File: src/hdl/z8core_defines.svh
`ifndef Z8CORE_DEFINES_SVH
`define Z8CORE_DEFINES_SVH

// program memory address width
`define Z8_PROG_ADDR_WIDTH 16

// general registers 00..7F
`define Z8_REG_COUNT 128

// first fetch address after reset
`define Z8_RESET_PC 16'h000C

// special register addresses
`define Z8_PORT2_REG 8'h02
`define Z8_FLAGS_REG 8'hFC
`define Z8_RP_REG 8'hFD

// high nibble that selects a working register
`define Z8_WORKING_PREFIX 4'hE

`endif

File: src/hdl/z8CorePkg.sv
`default_nettype none

`include "z8core_defines.svh"

package z8CorePkg;

    typedef logic [7:0] byteT;
    typedef logic [3:0] nibbleT;
    typedef logic [`Z8_PROG_ADDR_WIDTH-1:0] progAddrT;

    // register address as encoded in the instruction
    typedef logic [7:0] regAddrT;

    typedef enum logic [3:0] {
        fetch,
        readInstr,
        wait2,
        read2,
        wait3,
        read3,
        decode,
        aluOp1,
        aluOp2,
        aluOp3,
        incOp,
        djnzDec,
        djnzBranch
    } seqStateT;

endpackage

`default_nettype wire

File: src/hdl/z8IsaPkg.sv
`default_nettype none

package z8IsaPkg;

    // two-operand codes equal the opcode high nibble
    typedef enum logic [3:0] {
        aluAdd = 4'h0,
        aluAdc = 4'h1,
        aluSub = 4'h2,
        aluSbc = 4'h3,
        aluOr  = 4'h4,
        aluAnd = 4'h5,
        aluInc = 4'h6,
        aluDec = 4'h7,
        aluLd  = 4'h8,
        aluScf = 4'h9,
        aluCp  = 4'hA,
        aluXor = 4'hB,
        aluRcf = 4'hC,
        aluCcf = 4'hD
    } aluOpT;

    // jr condition codes, bit 3 inverts the lower eight
    typedef enum logic [3:0] {
        ccFalse, ccLt, ccLe, ccUle, ccOv, ccMi, ccZ, ccC,
        ccTrue, ccGe, ccGt, ccUgt, ccNov, ccPl, ccNz, ccNc
    } condCodeT;

    typedef enum logic [2:0] {
        flagV = 3'd4,
        flagS = 3'd5,
        flagZ = 3'd6,
        flagC = 3'd7
    } flagIdxT;

    // opcode low nibble columns
    localparam logic [3:0] colAluRR = 4'h2;
    localparam logic [3:0] colDjnz  = 4'hA;
    localparam logic [3:0] colJr    = 4'hB;
    localparam logic [3:0] colLdIm  = 4'hC;
    localparam logic [3:0] colInc   = 4'hE;
    localparam logic [3:0] colMisc  = 4'hF;

    // ld R,#im
    localparam logic [7:0] opLdRIm = 8'hE6;

    // high nibbles of the carry flag ops in column F
    localparam logic [3:0] miscRcf = 4'hC;
    localparam logic [3:0] miscScf = 4'hD;
    localparam logic [3:0] miscCcf = 4'hE;

endpackage

`default_nettype wire

File: src/hdl/z8Alu.sv
`timescale 1ns/1ps
`default_nettype none

module z8Alu (
    input  wire z8IsaPkg::aluOpT  aluOp,
    input  wire z8CorePkg::byteT  a,
    input  wire z8CorePkg::byteT  b,
    input  wire z8CorePkg::byteT  flagsIn,
    output z8CorePkg::byteT       result,
    output z8CorePkg::byteT       flagsOut
);
    import z8IsaPkg::*;

    logic [8:0] sum;
    logic       carryIn;
    logic       updatesZs;

    assign carryIn = flagsIn[flagC] & (aluOp == aluAdc || aluOp == aluSbc);

    // ld and the carry ops leave Z and S alone
    assign updatesZs = !(aluOp inside {aluLd, aluScf, aluRcf, aluCcf});

    always_comb begin
        sum      = 9'h0;
        result   = a;
        flagsOut = flagsIn;
        case (aluOp)
            aluAdd, aluAdc: begin
                sum             = {1'b0, a} + {1'b0, b} + {8'h0, carryIn};
                result          = sum[7:0];
                flagsOut[flagC] = sum[8];
                flagsOut[flagV] = (a[7] == b[7]) && (sum[7] != a[7]);
            end
            aluSub, aluSbc, aluCp: begin
                // dst minus src, C is the borrow
                sum             = {1'b0, a} - {1'b0, b} - {8'h0, carryIn};
                result          = sum[7:0];
                flagsOut[flagC] = sum[8];
                flagsOut[flagV] = (a[7] != b[7]) && (sum[7] != a[7]);
            end
            aluOr: begin
                result          = a | b;
                flagsOut[flagV] = 1'b0;
            end
            aluAnd: begin
                result          = a & b;
                flagsOut[flagV] = 1'b0;
            end
            aluXor: begin
                result          = a ^ b;
                flagsOut[flagV] = 1'b0;
            end
            aluInc: begin
                result          = a + 8'h1;
                flagsOut[flagV] = (a == 8'h7F);
            end
            aluDec: begin
                result          = a - 8'h1;
                flagsOut[flagV] = (a == 8'h80);
            end
            aluScf: begin
                flagsOut[flagC] = 1'b1;
            end
            aluRcf: begin
                flagsOut[flagC] = 1'b0;
            end
            aluCcf: begin
                flagsOut[flagC] = ~flagsIn[flagC];
            end
            default: begin
                result = a;
            end
        endcase

        if (updatesZs) begin
            flagsOut[flagZ] = (result == 8'h0);
            flagsOut[flagS] = result[7];
        end
    end

endmodule

`default_nettype wire

File: src/hdl/z8Core.sv
`timescale 1ns/1ps
`default_nettype none

module z8Core (
    input  wire                  clk,
    input  wire                  rstN,
    input  wire z8CorePkg::byteT progData,
    output z8CorePkg::progAddrT  progAddr,
    output logic                 progStrobe,
    output z8CorePkg::byteT      port2
);
    import z8CorePkg::*;
    import z8IsaPkg::*;

    logic    pcIncr;
    logic    pcBranch;
    logic    wrEn;
    logic    flagsWr;
    byteT    branchOffset;
    byteT    rdDataA;
    byteT    rdDataB;
    byteT    flags;
    byteT    aluA;
    byteT    aluB;
    byteT    aluResult;
    byteT    aluFlags;
    regAddrT rdAddrA;
    regAddrT rdAddrB;
    regAddrT wrAddr;
    aluOpT   aluOp;

    z8Sequencer sequencer_i (
        .clk          (clk),
        .rstN         (rstN),
        .progData     (progData),
        .flags        (flags),
        .rdDataA      (rdDataA),
        .rdDataB      (rdDataB),
        .aluResult    (aluResult),
        .progStrobe   (progStrobe),
        .pcIncr       (pcIncr),
        .pcBranch     (pcBranch),
        .branchOffset (branchOffset),
        .rdAddrA      (rdAddrA),
        .rdAddrB      (rdAddrB),
        .wrAddr       (wrAddr),
        .wrEn         (wrEn),
        .flagsWr      (flagsWr),
        .aluA         (aluA),
        .aluB         (aluB),
        .aluOp        (aluOp)
    );

    // fetch address comes straight from the pc
    z8ProgCounter progCounter_i (
        .clk          (clk),
        .rstN         (rstN),
        .pcIncr       (pcIncr),
        .pcBranch     (pcBranch),
        .branchOffset (branchOffset),
        .pc           (progAddr)
    );

    z8RegFile regFile_i (
        .clk     (clk),
        .rstN    (rstN),
        .rdAddrA (rdAddrA),
        .rdAddrB (rdAddrB),
        .wrEn    (wrEn),
        .wrAddr  (wrAddr),
        .wrData  (aluResult),
        .flagsWr (flagsWr),
        .flagsIn (aluFlags),
        .rdDataA (rdDataA),
        .rdDataB (rdDataB),
        .flags   (flags),
        .port2   (port2)
    );

    z8Alu alu_i (
        .aluOp    (aluOp),
        .a        (aluA),
        .b        (aluB),
        .flagsIn  (flags),
        .result   (aluResult),
        .flagsOut (aluFlags)
    );

endmodule

`default_nettype wire

File: src/hdl/z8ProgCounter.sv
`timescale 1ns/1ps
`default_nettype none

`include "z8core_defines.svh"

module z8ProgCounter (
    input  wire                  clk,
    input  wire                  rstN,
    input  wire                  pcIncr,
    input  wire                  pcBranch,
    input  wire z8CorePkg::byteT branchOffset,
    output z8CorePkg::progAddrT  pc
);
    import z8CorePkg::*;

    progAddrT offsetExt;

    // relative offset is signed
    assign offsetExt = {{(`Z8_PROG_ADDR_WIDTH - 8){branchOffset[7]}}, branchOffset};

    // pc already points past the jr or djnz when the branch is applied
    always_ff @(posedge clk or negedge rstN) begin
        if (!rstN) begin
            pc <= `Z8_RESET_PC;
        end else if (pcBranch) begin
            pc <= pc + offsetExt;
        end else if (pcIncr) begin
            pc <= pc + progAddrT'(1);
        end
    end

endmodule

`default_nettype wire

File: src/hdl/z8RegFile.sv
`timescale 1ns/1ps
`default_nettype none

`include "z8core_defines.svh"

module z8RegFile (
    input  wire                     clk,
    input  wire                     rstN,
    input  wire z8CorePkg::regAddrT rdAddrA,
    input  wire z8CorePkg::regAddrT rdAddrB,
    input  wire                     wrEn,
    input  wire z8CorePkg::regAddrT wrAddr,
    input  wire z8CorePkg::byteT    wrData,
    input  wire                     flagsWr,
    input  wire z8CorePkg::byteT    flagsIn,
    output z8CorePkg::byteT         rdDataA,
    output z8CorePkg::byteT         rdDataB,
    output z8CorePkg::byteT         flags,
    output z8CorePkg::byteT         port2
);
    import z8CorePkg::*;

    localparam int regIdxWidth = $clog2(`Z8_REG_COUNT);

    byteT    regs [0:`Z8_REG_COUNT-1];
    nibbleT  rp;
    regAddrT wrAddrMapped;

    // E-prefixed address picks a working register through RP
    function automatic regAddrT mapAddr(regAddrT addr, nibbleT rpVal);
        if (addr[7:4] == `Z8_WORKING_PREFIX) begin
            return {rpVal, addr[3:0]};
        end
        return addr;
    endfunction

    function automatic byteT readReg(regAddrT addr);
        byteT data;
        if (addr < `Z8_REG_COUNT) begin
            data = regs[addr[regIdxWidth-1:0]];
        end else if (addr == `Z8_FLAGS_REG) begin
            data = flags;
        end else if (addr == `Z8_RP_REG) begin
            data = {rp, 4'h0};
        end else begin
            data = 8'h0;
        end
        return data;
    endfunction

    always_comb begin
        rdDataA = readReg(mapAddr(rdAddrA, rp));
        rdDataB = readReg(mapAddr(rdAddrB, rp));
    end

    assign wrAddrMapped = mapAddr(wrAddr, rp);

    always_ff @(posedge clk or negedge rstN) begin
        if (!rstN) begin
            rp    <= 4'h0;
            flags <= 8'h0;
            port2 <= 8'h0;
        end else begin
            if (flagsWr) begin
                flags <= flagsIn;
            end
            // explicit write to FC beats the ALU flags
            if (wrEn && wrAddrMapped == `Z8_FLAGS_REG) begin
                flags <= wrData;
            end
            if (wrEn && wrAddrMapped == `Z8_RP_REG) begin
                rp <= wrData[7:4];
            end
            if (wrEn && wrAddrMapped == `Z8_PORT2_REG) begin
                port2 <= wrData;
            end
        end
    end

    always_ff @(posedge clk) begin
        if (wrEn && wrAddrMapped < `Z8_REG_COUNT) begin
            regs[wrAddrMapped[regIdxWidth-1:0]] <= wrData;
        end
    end

endmodule

`default_nettype wire

File: src/hdl/z8Sequencer.sv
`timescale 1ns/1ps
`default_nettype none

`include "z8core_defines.svh"

module z8Sequencer (
    input  wire                     clk,
    input  wire                     rstN,
    input  wire z8CorePkg::byteT    progData,
    input  wire z8CorePkg::byteT    flags,
    input  wire z8CorePkg::byteT    rdDataA,
    input  wire z8CorePkg::byteT    rdDataB,
    input  wire z8CorePkg::byteT    aluResult,
    output logic                    progStrobe,
    output logic                    pcIncr,
    output logic                    pcBranch,
    output z8CorePkg::byteT         branchOffset,
    output z8CorePkg::regAddrT      rdAddrA,
    output z8CorePkg::regAddrT      rdAddrB,
    output z8CorePkg::regAddrT      wrAddr,
    output logic                    wrEn,
    output logic                    flagsWr,
    output z8CorePkg::byteT         aluA,
    output z8CorePkg::byteT         aluB,
    output z8IsaPkg::aluOpT         aluOp
);
    import z8CorePkg::*;
    import z8IsaPkg::*;

    seqStateT state;
    seqStateT stateNext;
    byteT     instr;
    byteT     second;
    nibbleT   instrH;
    nibbleT   instrL;
    nibbleT   secondH;
    nibbleT   secondL;
    aluOpT    miscOp;
    logic     isSize1;
    logic     isSize2;
    logic     isAluRR;
    logic     isCp;
    logic     isLdWork;
    logic     isLdReg;
    logic     isInc;
    logic     isDjnz;
    logic     isJr;
    logic     isFlagOp;
    logic     condBase;
    logic     takeBranch;

    assign instrH  = instr[7:4];
    assign instrL  = instr[3:0];
    assign secondH = second[7:4];
    assign secondL = second[3:0];

    // length from the column: E,F one byte, 4-7 and D three bytes
    assign isSize1 = (instrL[3:1] == 3'b111);
    assign isSize2 = !isSize1 && !(instrL[3:2] == 2'b01 || instrL == 4'hD);

    assign isAluRR  = (instrL == colAluRR) && (instrH inside {[4'h0:4'h5], 4'hA, 4'hB});
    assign isCp     = (aluOpT'(instrH) == aluCp);
    assign isLdWork = (instrL == colLdIm);
    assign isLdReg  = (instr == opLdRIm);
    assign isInc    = (instrL == colInc);
    assign isDjnz   = (instrL == colDjnz);
    assign isJr     = (instrL == colJr);
    assign isFlagOp = (instrL == colMisc) && (instrH inside {miscRcf, miscScf, miscCcf});

    always_comb begin
        case (instrH)
            miscRcf: miscOp = aluRcf;
            miscScf: miscOp = aluScf;
            miscCcf: miscOp = aluCcf;
            default: miscOp = aluLd;
        endcase
    end

    always_comb begin
        case (condCodeT'({1'b0, instrH[2:0]}))
            ccLt:    condBase = flags[flagS] ^ flags[flagV];
            ccLe:    condBase = (flags[flagS] ^ flags[flagV]) | flags[flagZ];
            ccUle:   condBase = flags[flagC] | flags[flagZ];
            ccOv:    condBase = flags[flagV];
            ccMi:    condBase = flags[flagS];
            ccZ:     condBase = flags[flagZ];
            ccC:     condBase = flags[flagC];
            default: condBase = 1'b0;
        endcase
    end

    // upper eight codes are the negated lower eight
    assign takeBranch = condBase ^ instrH[3];

    assign progStrobe = (state == fetch) || (state == wait2 && !isSize1) || (state == wait3);
    assign pcIncr     = state inside {readInstr, read2, read3};
    assign pcBranch   = (state == decode && isJr && takeBranch)
                      || (state == djnzBranch && aluResult != 8'h0);
    assign branchOffset = second;

    // dst r in aluOp2, otherwise the r in the opcode high nibble
    assign rdAddrA = {`Z8_WORKING_PREFIX, (state == aluOp2) ? secondH : instrH};
    assign rdAddrB = {`Z8_WORKING_PREFIX, secondL};
    assign wrAddr  = isLdReg ? second : {`Z8_WORKING_PREFIX, isAluRR ? secondH : instrH};

    assign wrEn = (state == decode && (isLdWork || isLdReg))
                || (state == aluOp3 && !(isAluRR && isCp))
                || (state == djnzBranch);
    assign flagsWr = (state == decode && isFlagOp) || (state == aluOp3);

    always_comb begin
        stateNext = state;
        case (state)
            fetch:      stateNext = readInstr;
            readInstr:  stateNext = wait2;
            wait2:      stateNext = isSize1 ? decode : read2;
            read2:      stateNext = isSize2 ? decode : wait3;
            wait3:      stateNext = read3;
            read3:      stateNext = decode;
            decode: begin
                if (isAluRR) begin
                    stateNext = aluOp1;
                end else if (isInc) begin
                    stateNext = incOp;
                end else if (isDjnz) begin
                    stateNext = djnzDec;
                end else begin
                    stateNext = fetch;
                end
            end
            aluOp1:     stateNext = aluOp2;
            aluOp2:     stateNext = aluOp3;
            incOp:      stateNext = aluOp3;
            djnzDec:    stateNext = djnzBranch;
            default:    stateNext = fetch;
        endcase
    end

    always_ff @(posedge clk or negedge rstN) begin
        if (!rstN) begin
            state <= fetch;
            aluOp <= aluLd;
        end else begin
            state <= stateNext;
            case (state)
                wait2:   aluOp <= (instrL == colMisc) ? miscOp : aluLd;
                read2:   aluOp <= aluLd;
                read3:   aluOp <= aluLd;
                decode: begin
                    if (isAluRR) begin
                        aluOp <= aluOpT'(instrH);
                    end else if (isInc) begin
                        aluOp <= aluInc;
                    end else if (isDjnz) begin
                        aluOp <= aluDec;
                    end
                end
                default: ;
            endcase
        end
    end

    // last immediate byte lands in aluA so a load writes at decode
    always_ff @(posedge clk) begin
        case (state)
            readInstr: instr <= progData;
            read2: begin
                second <= progData;
                aluA   <= progData;
            end
            read3:   aluA <= progData;
            aluOp1:  aluB <= rdDataB;
            aluOp2:  aluA <= rdDataA;
            incOp:   aluA <= rdDataA;
            djnzDec: aluA <= rdDataA;
            default: ;
        endcase
    end

endmodule

`default_nettype wire

File: config.mk
export PLATFORM = sky130hd
export DESIGN_NAME = z8Core
export DESIGN_NICKNAME = d
export VERILOG_FILES = /design/src/hdl/z8CorePkg.sv /design/src/hdl/z8IsaPkg.sv /design/src/hdl/z8Alu.sv /design/src/hdl/z8Core.sv /design/src/hdl/z8ProgCounter.sv /design/src/hdl/z8RegFile.sv /design/src/hdl/z8Sequencer.sv
export VERILOG_INCLUDE_DIRS = /design/src /design/src/hdl
export SDC_FILE = /design/constraint.sdc
export NUM_CORES = 2
export LEC_CHECK = 0
export BUFFER_PORTS_ARGS = -buffer_cell sky130_fd_sc_hd__buf_2
export CORE_AREA = 2 2 335 337
export CTS_CLUSTER_SIZE = 10
export DETAILED_ROUTE_END_ITERATION = 10
export DIE_AREA = 0 0 337 339
export PLACE_DENSITY = 0.68
export SYNTH_ARGS = -nofsm -noshare
export SYNTH_HDL_FRONTEND = slang
export SYNTH_SLANG_ARGS = --single-unit
File: constraint.sdc
create_clock -name clk -period 14.55 [get_ports clk]
set_input_delay 1.455 -clock clk [delete_from_list [all_inputs] [get_ports clk]]
set_output_delay 1.455 -clock clk [all_outputs]
set_load 0.005 [all_outputs]
After elaboration in Yosys (flattened, before gate mapping)
Memories as Yosys holds them, arrays and structs flattened. Index checks and enable logic that the tools add are counted.

Bits in registers: 76. RAM bits: 1024. Input bits: 10. Output and inout port bits: 25. Logic and storage cells: 189. Memories: 1.

Add/sub/neg operators: 8. $lt $le $gt $ge: 5. Equal/unequal tests: 63. Multiplexer cells: 36. Bitwise logic cells: 9. Reduce and logical (&&, ||, !) cells: 54.

Memory list: regFile_i.regs (depth 128, bits a word 8, rd ports 2, clocked after Yosys merged registers in 0, write ports 1, line z8RegFile.sv:25) `` byteT regs [0:`Z8_REG_COUNT-1]; ``.

Operators by type and width (count): equality test 4 bit (second input constant) (23); two-way mux 8 bit (11); equality test 8 bit (second input constant) (8); case mux 8 bit (7 select lines) (1); case mux 4 bit (10 select lines) (1); equality test 4 x 3 -> 1 bit (second input constant) (8); two-way mux 16 bit (2); two-way mux 4 bit (8); less-than comparator 8 bit (second input constant) (3); equality test 4 x 2 -> 1 bit (second input constant) (5); logical AND 1 bit (18); adder 16 x 1 -> 16 bit (second input constant) (1); adder 16 bit (1); case mux 8 bit (2 select lines) (1); equality test 3 bit (second input constant) (5); case mux 4 bit (3 select lines) (1); nonzero test 3 bit (4); nonzero test 6 bit (2); case mux 1 bit (5 select lines) (2); adder 8 x 8 -> 9 bit (1); adder 9 x 1 -> 9 bit (1); logical OR 1 bit (9); case mux 3 bit (3 select lines) (1); OR reduction 3 bit (3); other kinds (35) (55).

Depth between registers and ports, before layout
Depth in word-level cells: 13. Mapped depth: 29. Mapped depth without buffers: 27.

Hierarchy
From an unflattened synthesis, not the netlist that was laid out.

Cells, all modules: 3107. Area total of the unflattened synthesis: 54737.5 um2.

By module, submodules not included: z8RegFile (times used 1, cells each 2495, area each 49324.8 um2, seq. area each 31250.0 um2); z8Sequencer (times used 1, cells each 199, area each 2207.1 um2, seq. area each 1162.4 um2); z8Alu (times used 1, cells each 295, area each 2093.3 um2, seq. area each 0.0 um2); z8ProgCounter (times used 1, cells each 118, area each 1112.3 um2, seq. area each 402.9 um2).

Worst setup path before layout
No wires, ideal clock.

Kind: reg-to-reg. Start point: register sequencer_i.aluOp[2]. End point: register progCounter_i.pc[14]. Library setup time: 125 ps. Arrival: 10279 ps. Required time: 14425 ps. Setup slack: 4147 ps. Cell stages (with the launch flop): 30. Path buffers: 2. Clock period less this slack: 10403 ps. Path through: dfrtp_1 -> clkbuf_1 -> buf_1 -> nor2_1 -> nand3_1 -> inv_1 -> fa_1 -> inv_1 -> ha_1 -> o21ai_0 -> a211oi_1 -> or4_1 -> nand4_1 -> a22oi_1 -> a21oi_1 -> or4_4 -> a21oi_1 -> or2_2 -> ha_1 -> fa_1 -> a21o_1 -> a21oi_1 -> nand2b_1 -> a211oi_1 -> a41o_1 -> or4_1 -> a31o_2 -> a21oi_1 -> xnor2_1 -> mux2_2.

Cells in the longest elaborated chain, start to end: 9. Elaborated cells on any way between the ends: 22.

RTL lines: start, declared (line z8Sequencer.sv:25) `output z8IsaPkg::aluOpT aluOp`; start signal, assigned (line z8Sequencer.sv:142) `aluOp <= aluLd;`; start signal, assigned (line z8Sequencer.sv:146) `wait2: aluOp <= (instrL == colMisc) ? miscOp : aluLd;`; start signal, assigned (line z8Sequencer.sv:147) `read2: aluOp <= aluLd;`; equality test 4 x 1 -> 1 bit or equality test 4 x 2 -> 1 bit (tied branches); logical OR 1 bit (line z8Alu.sv:18) `assign carryIn = flagsIn[flagC] & (aluOp == aluAdc || aluOp == aluSbc);`; bitwise AND 1 bit (line z8Alu.sv:18); subtractor 9 x 1 -> 9 bit or adder 9 x 1 -> 9 bit (tied branches) (line z8Alu.sv:36, z8Alu.sv:29); case mux 8 bit (7 select lines) * (line z8Alu.sv:27) `case (aluOp)`; nonzero test 8 bit * (line z8Sequencer.sv:98) `|| (state == djnzBranch && aluResult != 8'h0);`; logical AND 1 bit * (line z8Sequencer.sv:98); logical OR 1 bit * (line z8Sequencer.sv:98); two-way mux 16 bit or nonzero test 2 bit (tied branches); end signal, assigned (line z8ProgCounter.sv:24) `` pc <= `Z8_RESET_PC; ``; end signal, assigned (line z8ProgCounter.sv:26) `pc <= pc + offsetExt;`; end signal, assigned (line z8ProgCounter.sv:28) `pc <= pc + progAddrT'(1);`; end, declared (line z8ProgCounter.sv:12) `output z8CorePkg::progAddrT pc`.

Every way passes the cells marked *; elsewhere a longest branch is shown, timed or not. A chain may end at the register's enable or synchronous reset.

Final worst setup path
Start point: register sequencer_i.aluOp[1]. End point: register progCounter_i.pc[14].

Cells in the longest elaborated chain, start to end: 9. Elaborated cells on any way between the ends: 22.

RTL lines: equality test 4 x 1 -> 1 bit or equality test 4 x 2 -> 1 bit (tied branches); logical OR 1 bit (line z8Alu.sv:18); bitwise AND 1 bit (line z8Alu.sv:18); subtractor 9 x 1 -> 9 bit or adder 9 x 1 -> 9 bit (tied branches) (line z8Alu.sv:36, z8Alu.sv:29); case mux 8 bit (7 select lines) * (line z8Alu.sv:27); net aluResult[5] (line z8Core.sv:25) `byteT aluResult;`; nonzero test 8 bit * (line z8Sequencer.sv:98); logical AND 1 bit * (line z8Sequencer.sv:98); logical OR 1 bit * (line z8Sequencer.sv:98); two-way mux 16 bit or nonzero test 2 bit (tied branches).

The timed path passes the listed nets; every way through them passes the cells marked *.

==> results.py <==
metrics = {
    "outcome": {
        "status": "finished, final reports clean",
    },
    "floorplanning": {
        "fp.coreArea_um2": 110000,
        "rows": 122,
        "initial_core_util": 0.497,
        "die-area_um2": 114000,
        "die_h_um": 339,
        "die_w_um": 337,
        "boundaryPins": 35,
    },
    "yosys": {
        "synth-seq-cells": 1100,
        "yosysWarnings": 0,
        "yosysSeqAreaShare": 0.598,
        "synthCells": 4048,
        "syn_area_um2": 54900,
        "synth_area_leader_cell": "edfxtp_1",
        "ys_async_sr_fraction": 0.0400,
        "synth_top_area_frac": 0.578,
        "syn_nets": 4115,
        "postSynthAreaPerCell_um2": 13.6,
        "ys_top_cells_by_area": "edfxtp_1 58%, mux4_2 15%, nand2_1 5.9%",
        "synth_edf_count": 1056,
        "synth_top_flop_cell": "edfxtp_1",
        "ys_types": 82,
    },
    "worst_setup_path": {
        "path_max_fanout": 67,
        "start_kind": "flip-flop",
        "worstSetupPathType": "reg -> reg",
        "cp-end-kind": "flip-flop",
        "critPathArrivalTime_ns": 8.41,
        "max_stage_delay_ns": 0.84,
        "worstPathCellList": "and3_1, and2_1, ha_1, a211o_1, a21oi_2, nor4b_1, a41o_1, o32a_1, a221o_4, or4_4, a21oi_1, nor2b_1, fa_1, a21o_1, a21oi_1, nand2b_1, a211oi_1, a41o_1, or4_1, a31o_2, a21oi_1, xnor2_1, mux2_2",
        "cp.required_ns": 15.16,
        "cpMostUsedCell": "a21oi_1",
        "critical_path.slowest_cell": "dfrtp_1",
    },
    "sta": {
        "setup-tns-final_ns": 0,
        "finalSetupViolations": 0,
        "worst_pin_slew_ns": 1.37,
        "slew_headroom": 0.0873,
        "period_needed_ns": 7.80,
        "hold_viol": 0,
        "period_share": 0.536,
        "max_clock_freq_mhz": 128,
        "finClkSkew_ns": 0.0632,
        "slew_viol_final": 0,
        "holdWs_ns": 0.479,
        "setup_ws_ns": 6.75,
        "rsz0062_at_grt": "no",
    },
    "cells_and_area": {
        "stdcell_count": 5545,
        "mostFrequentLayoutCell": "edfxtp_1",
        "final_nets": 4069,
        "area_growth_pct": 9.26,
        "most-common-layout-cells": "1,056 x edfxtp_1, 864 x nand2_1, 377 x mux4_2",
        "final_core_util": 0.543,
        "drive_gt1_frac": 0.173,
    },
    "clocking": {
        "cts.sinks": 1100,
        "cts_tree": "yes",
        "cts_setup_buffers": 0,
        "clockBufferDepth": 3,
        "numCtsBuffers": 121,
        "htree_num_levels": 3,
        "clk_pin_slew_ns": 0.07,
        "hold_buffers": 0,
        "clk_latency_ns": 0.74,
        "ctsResizeCount": 0,
        "cts.root.buffer_cell": "clkbuf_16",
    },
    "detailed_routing": {
        "dr.pass1.iters": 6,
        "drc": 0,
        "drtIter0Drc": 5859,
        "wl_per_cell_um": 31.5,
        "ant_nets": 0,
        "via_per_inst": 6.91,
        "totalWireLength_um": 175000,
        "num_vias": 38300,
    },
    "grt": {
        "grt_usage": 0.305,
        "grt_max_degree": 136,
        "grt_antenna_before_repair": 6,
        "first_global_vias": 36600,
        "grt_pass1_wl_um": 253000,
        "grt-ovfl-total": 0,
    },
    "placement": {
        "dp_hpwl_um": 106000,
        "dp.cells": 5367,
        "place_congestion": 0.946,
        "numPortBuffers": 34,
        "pre_cts_slack_ns": 6.86,
    },
    "pwr": {
        "power.leakage_nw": 19.9,
        "ir_drop_mv": 0.134,
        "p_per_area_nw_per_um2": 177,
    },
    "hold_path": {
        "hp-class": "reg -> reg",
    },
    "run": {
        "maxCapViolations": 0,
    },
}
==> per-stage QoR <==
| step | instance area, µm² | power [W] |
|---|---|---|
| global placement | 56600 | 0.00776 |
| floorplan | 54900 | 0.00653 |
| finish | 59900 | 0.0106 |
| CTS | 59900 | 0.0105 |
| global route | 59900 | 0.0109 |
| detailed placement | 56600 | 0.00781 |
==> logic make-up (layout without fill, tap and decap cells) <==
family / Yosys count / count (layout) / synth area share
other: 0 / 4 / 0
xor gates and xnor gates: 33 / 33 / 0.00527
DFF: 1100 / 1100 / 0.598
adders and majority gates: 57 / 57 / 0.0138
buffers and inverters: 334 / 339 / 0.0258
and+or+nand+nor: 1528 / 1528 / 0.119
muxes: 468 / 468 / 0.172
AOI/OAI and AO/OA: 528 / 528 / 0.0653
==> flip-flops by register name, indices dropped and copies added (netlist names), 8 cells and up <==
name	flops
progCounter_i.pc	16
regFile_i.flags	8
regFile_i.port2	8
regFile_i.regs	1024
sequencer_i.aluA	8
sequencer_i.aluB	8
sequencer_i.branchOffset	8
sequencer_i.instr	8
==> final timing paths <==
| check | start | endpoint | slack [ns] | cells after the start |
|---|---|---|---|---|
| min in group asynchronous | rstN | sequencer_i.aluOp[2] | 0.84 | 2 |
| max in group asynchronous | rstN | regFile_i.rp[0] | 13.21 | 2 |
| max reg2reg | sequencer_i.aluOp[1] | progCounter_i.pc[14] | 6.75 | 23 |
| max | sequencer_i.aluOp[1] | progCounter_i.pc[14] | 6.75 | 23 |
| min | progCounter_i.pc[15] | progCounter_i.pc[15] | 0.48 | 1 |
| min reg2reg | progCounter_i.pc[15] | progCounter_i.pc[15] | 0.48 | 1 |
==> power breakdown <==
part / switching, W / internal, W / total (W)
Clock: 0.00121 / 0.00153 / 0.00274
Sequential: 0.000123 / 0.00405 / 0.00417
Combinational: 0.00253 / 0.00115 / 0.00368
==> cell usage after synthesis (5+ instances only) <==
master,n
edfxtp_1,1056
nand2_1,867
mux4_2,377
nand3_1,269
nor2_1,208
clkbuf_1,144
a21oi_1,111
a31oi_1,85
o21ai_0,82
buf_2,76
and3_1,62
mux2i_1,60
buf_1,58
ha_1,51
a311oi_1,47
dfrtp_1,41
inv_1,39
a32oi_1,27
mux2_2,26
nor3_1,26
a2111oi_0,21
nor2b_1,21
a22oi_1,20
o22ai_1,19
xor2_1,18
a211oi_1,17
nand4_1,16
nand2b_1,15
xnor2_1,15
a221oi_1,12
buf_4,12
o2111ai_1,12
nor4_1,10
a21o_1,8
and2_1,8
o211ai_1,8
fa_1,6
o31ai_1,6
o41ai_1,6
or3_1,5
or4_1,5
==> metal layers <==
metal / GRT usage / part of all wire / up-vias
met5: 0 / 0.00029 / -
met4: 0.152 / 0.054 / 8
met3: 0.0919 / 0.14 / 512
met2: 0.452 / 0.45 / 2906
met1: 0.410 / 0.36 / 19300
li1: - / - / 15600
==> worst max-delay path, delay by kind of cell, from the launching register on <==
family                   cells  cell delay [ns]
AO/OA/AOI/OAI               12             3.35
XOR/XNOR                     1             0.08
adder cells (fa/ha/maj)      2             0.74
flip-flops                   1             0.84
multiplexers                 1             0.26
AND/OR/NAND/NOR              7             2.36
==> area by class of cell <==
cell class                 count  area, µm²
clock buffer                 169       3280
antenna                        4       10.0
fill                        8778      50400
clock inverter                 5       37.5
inverter                      40        150
sequential                  1100      32800
tap                         1488       1860
timing repair buffer         125        941
multi-input combinational   2614      20800
No activity file was read; power rests on OpenSTA's default activity.
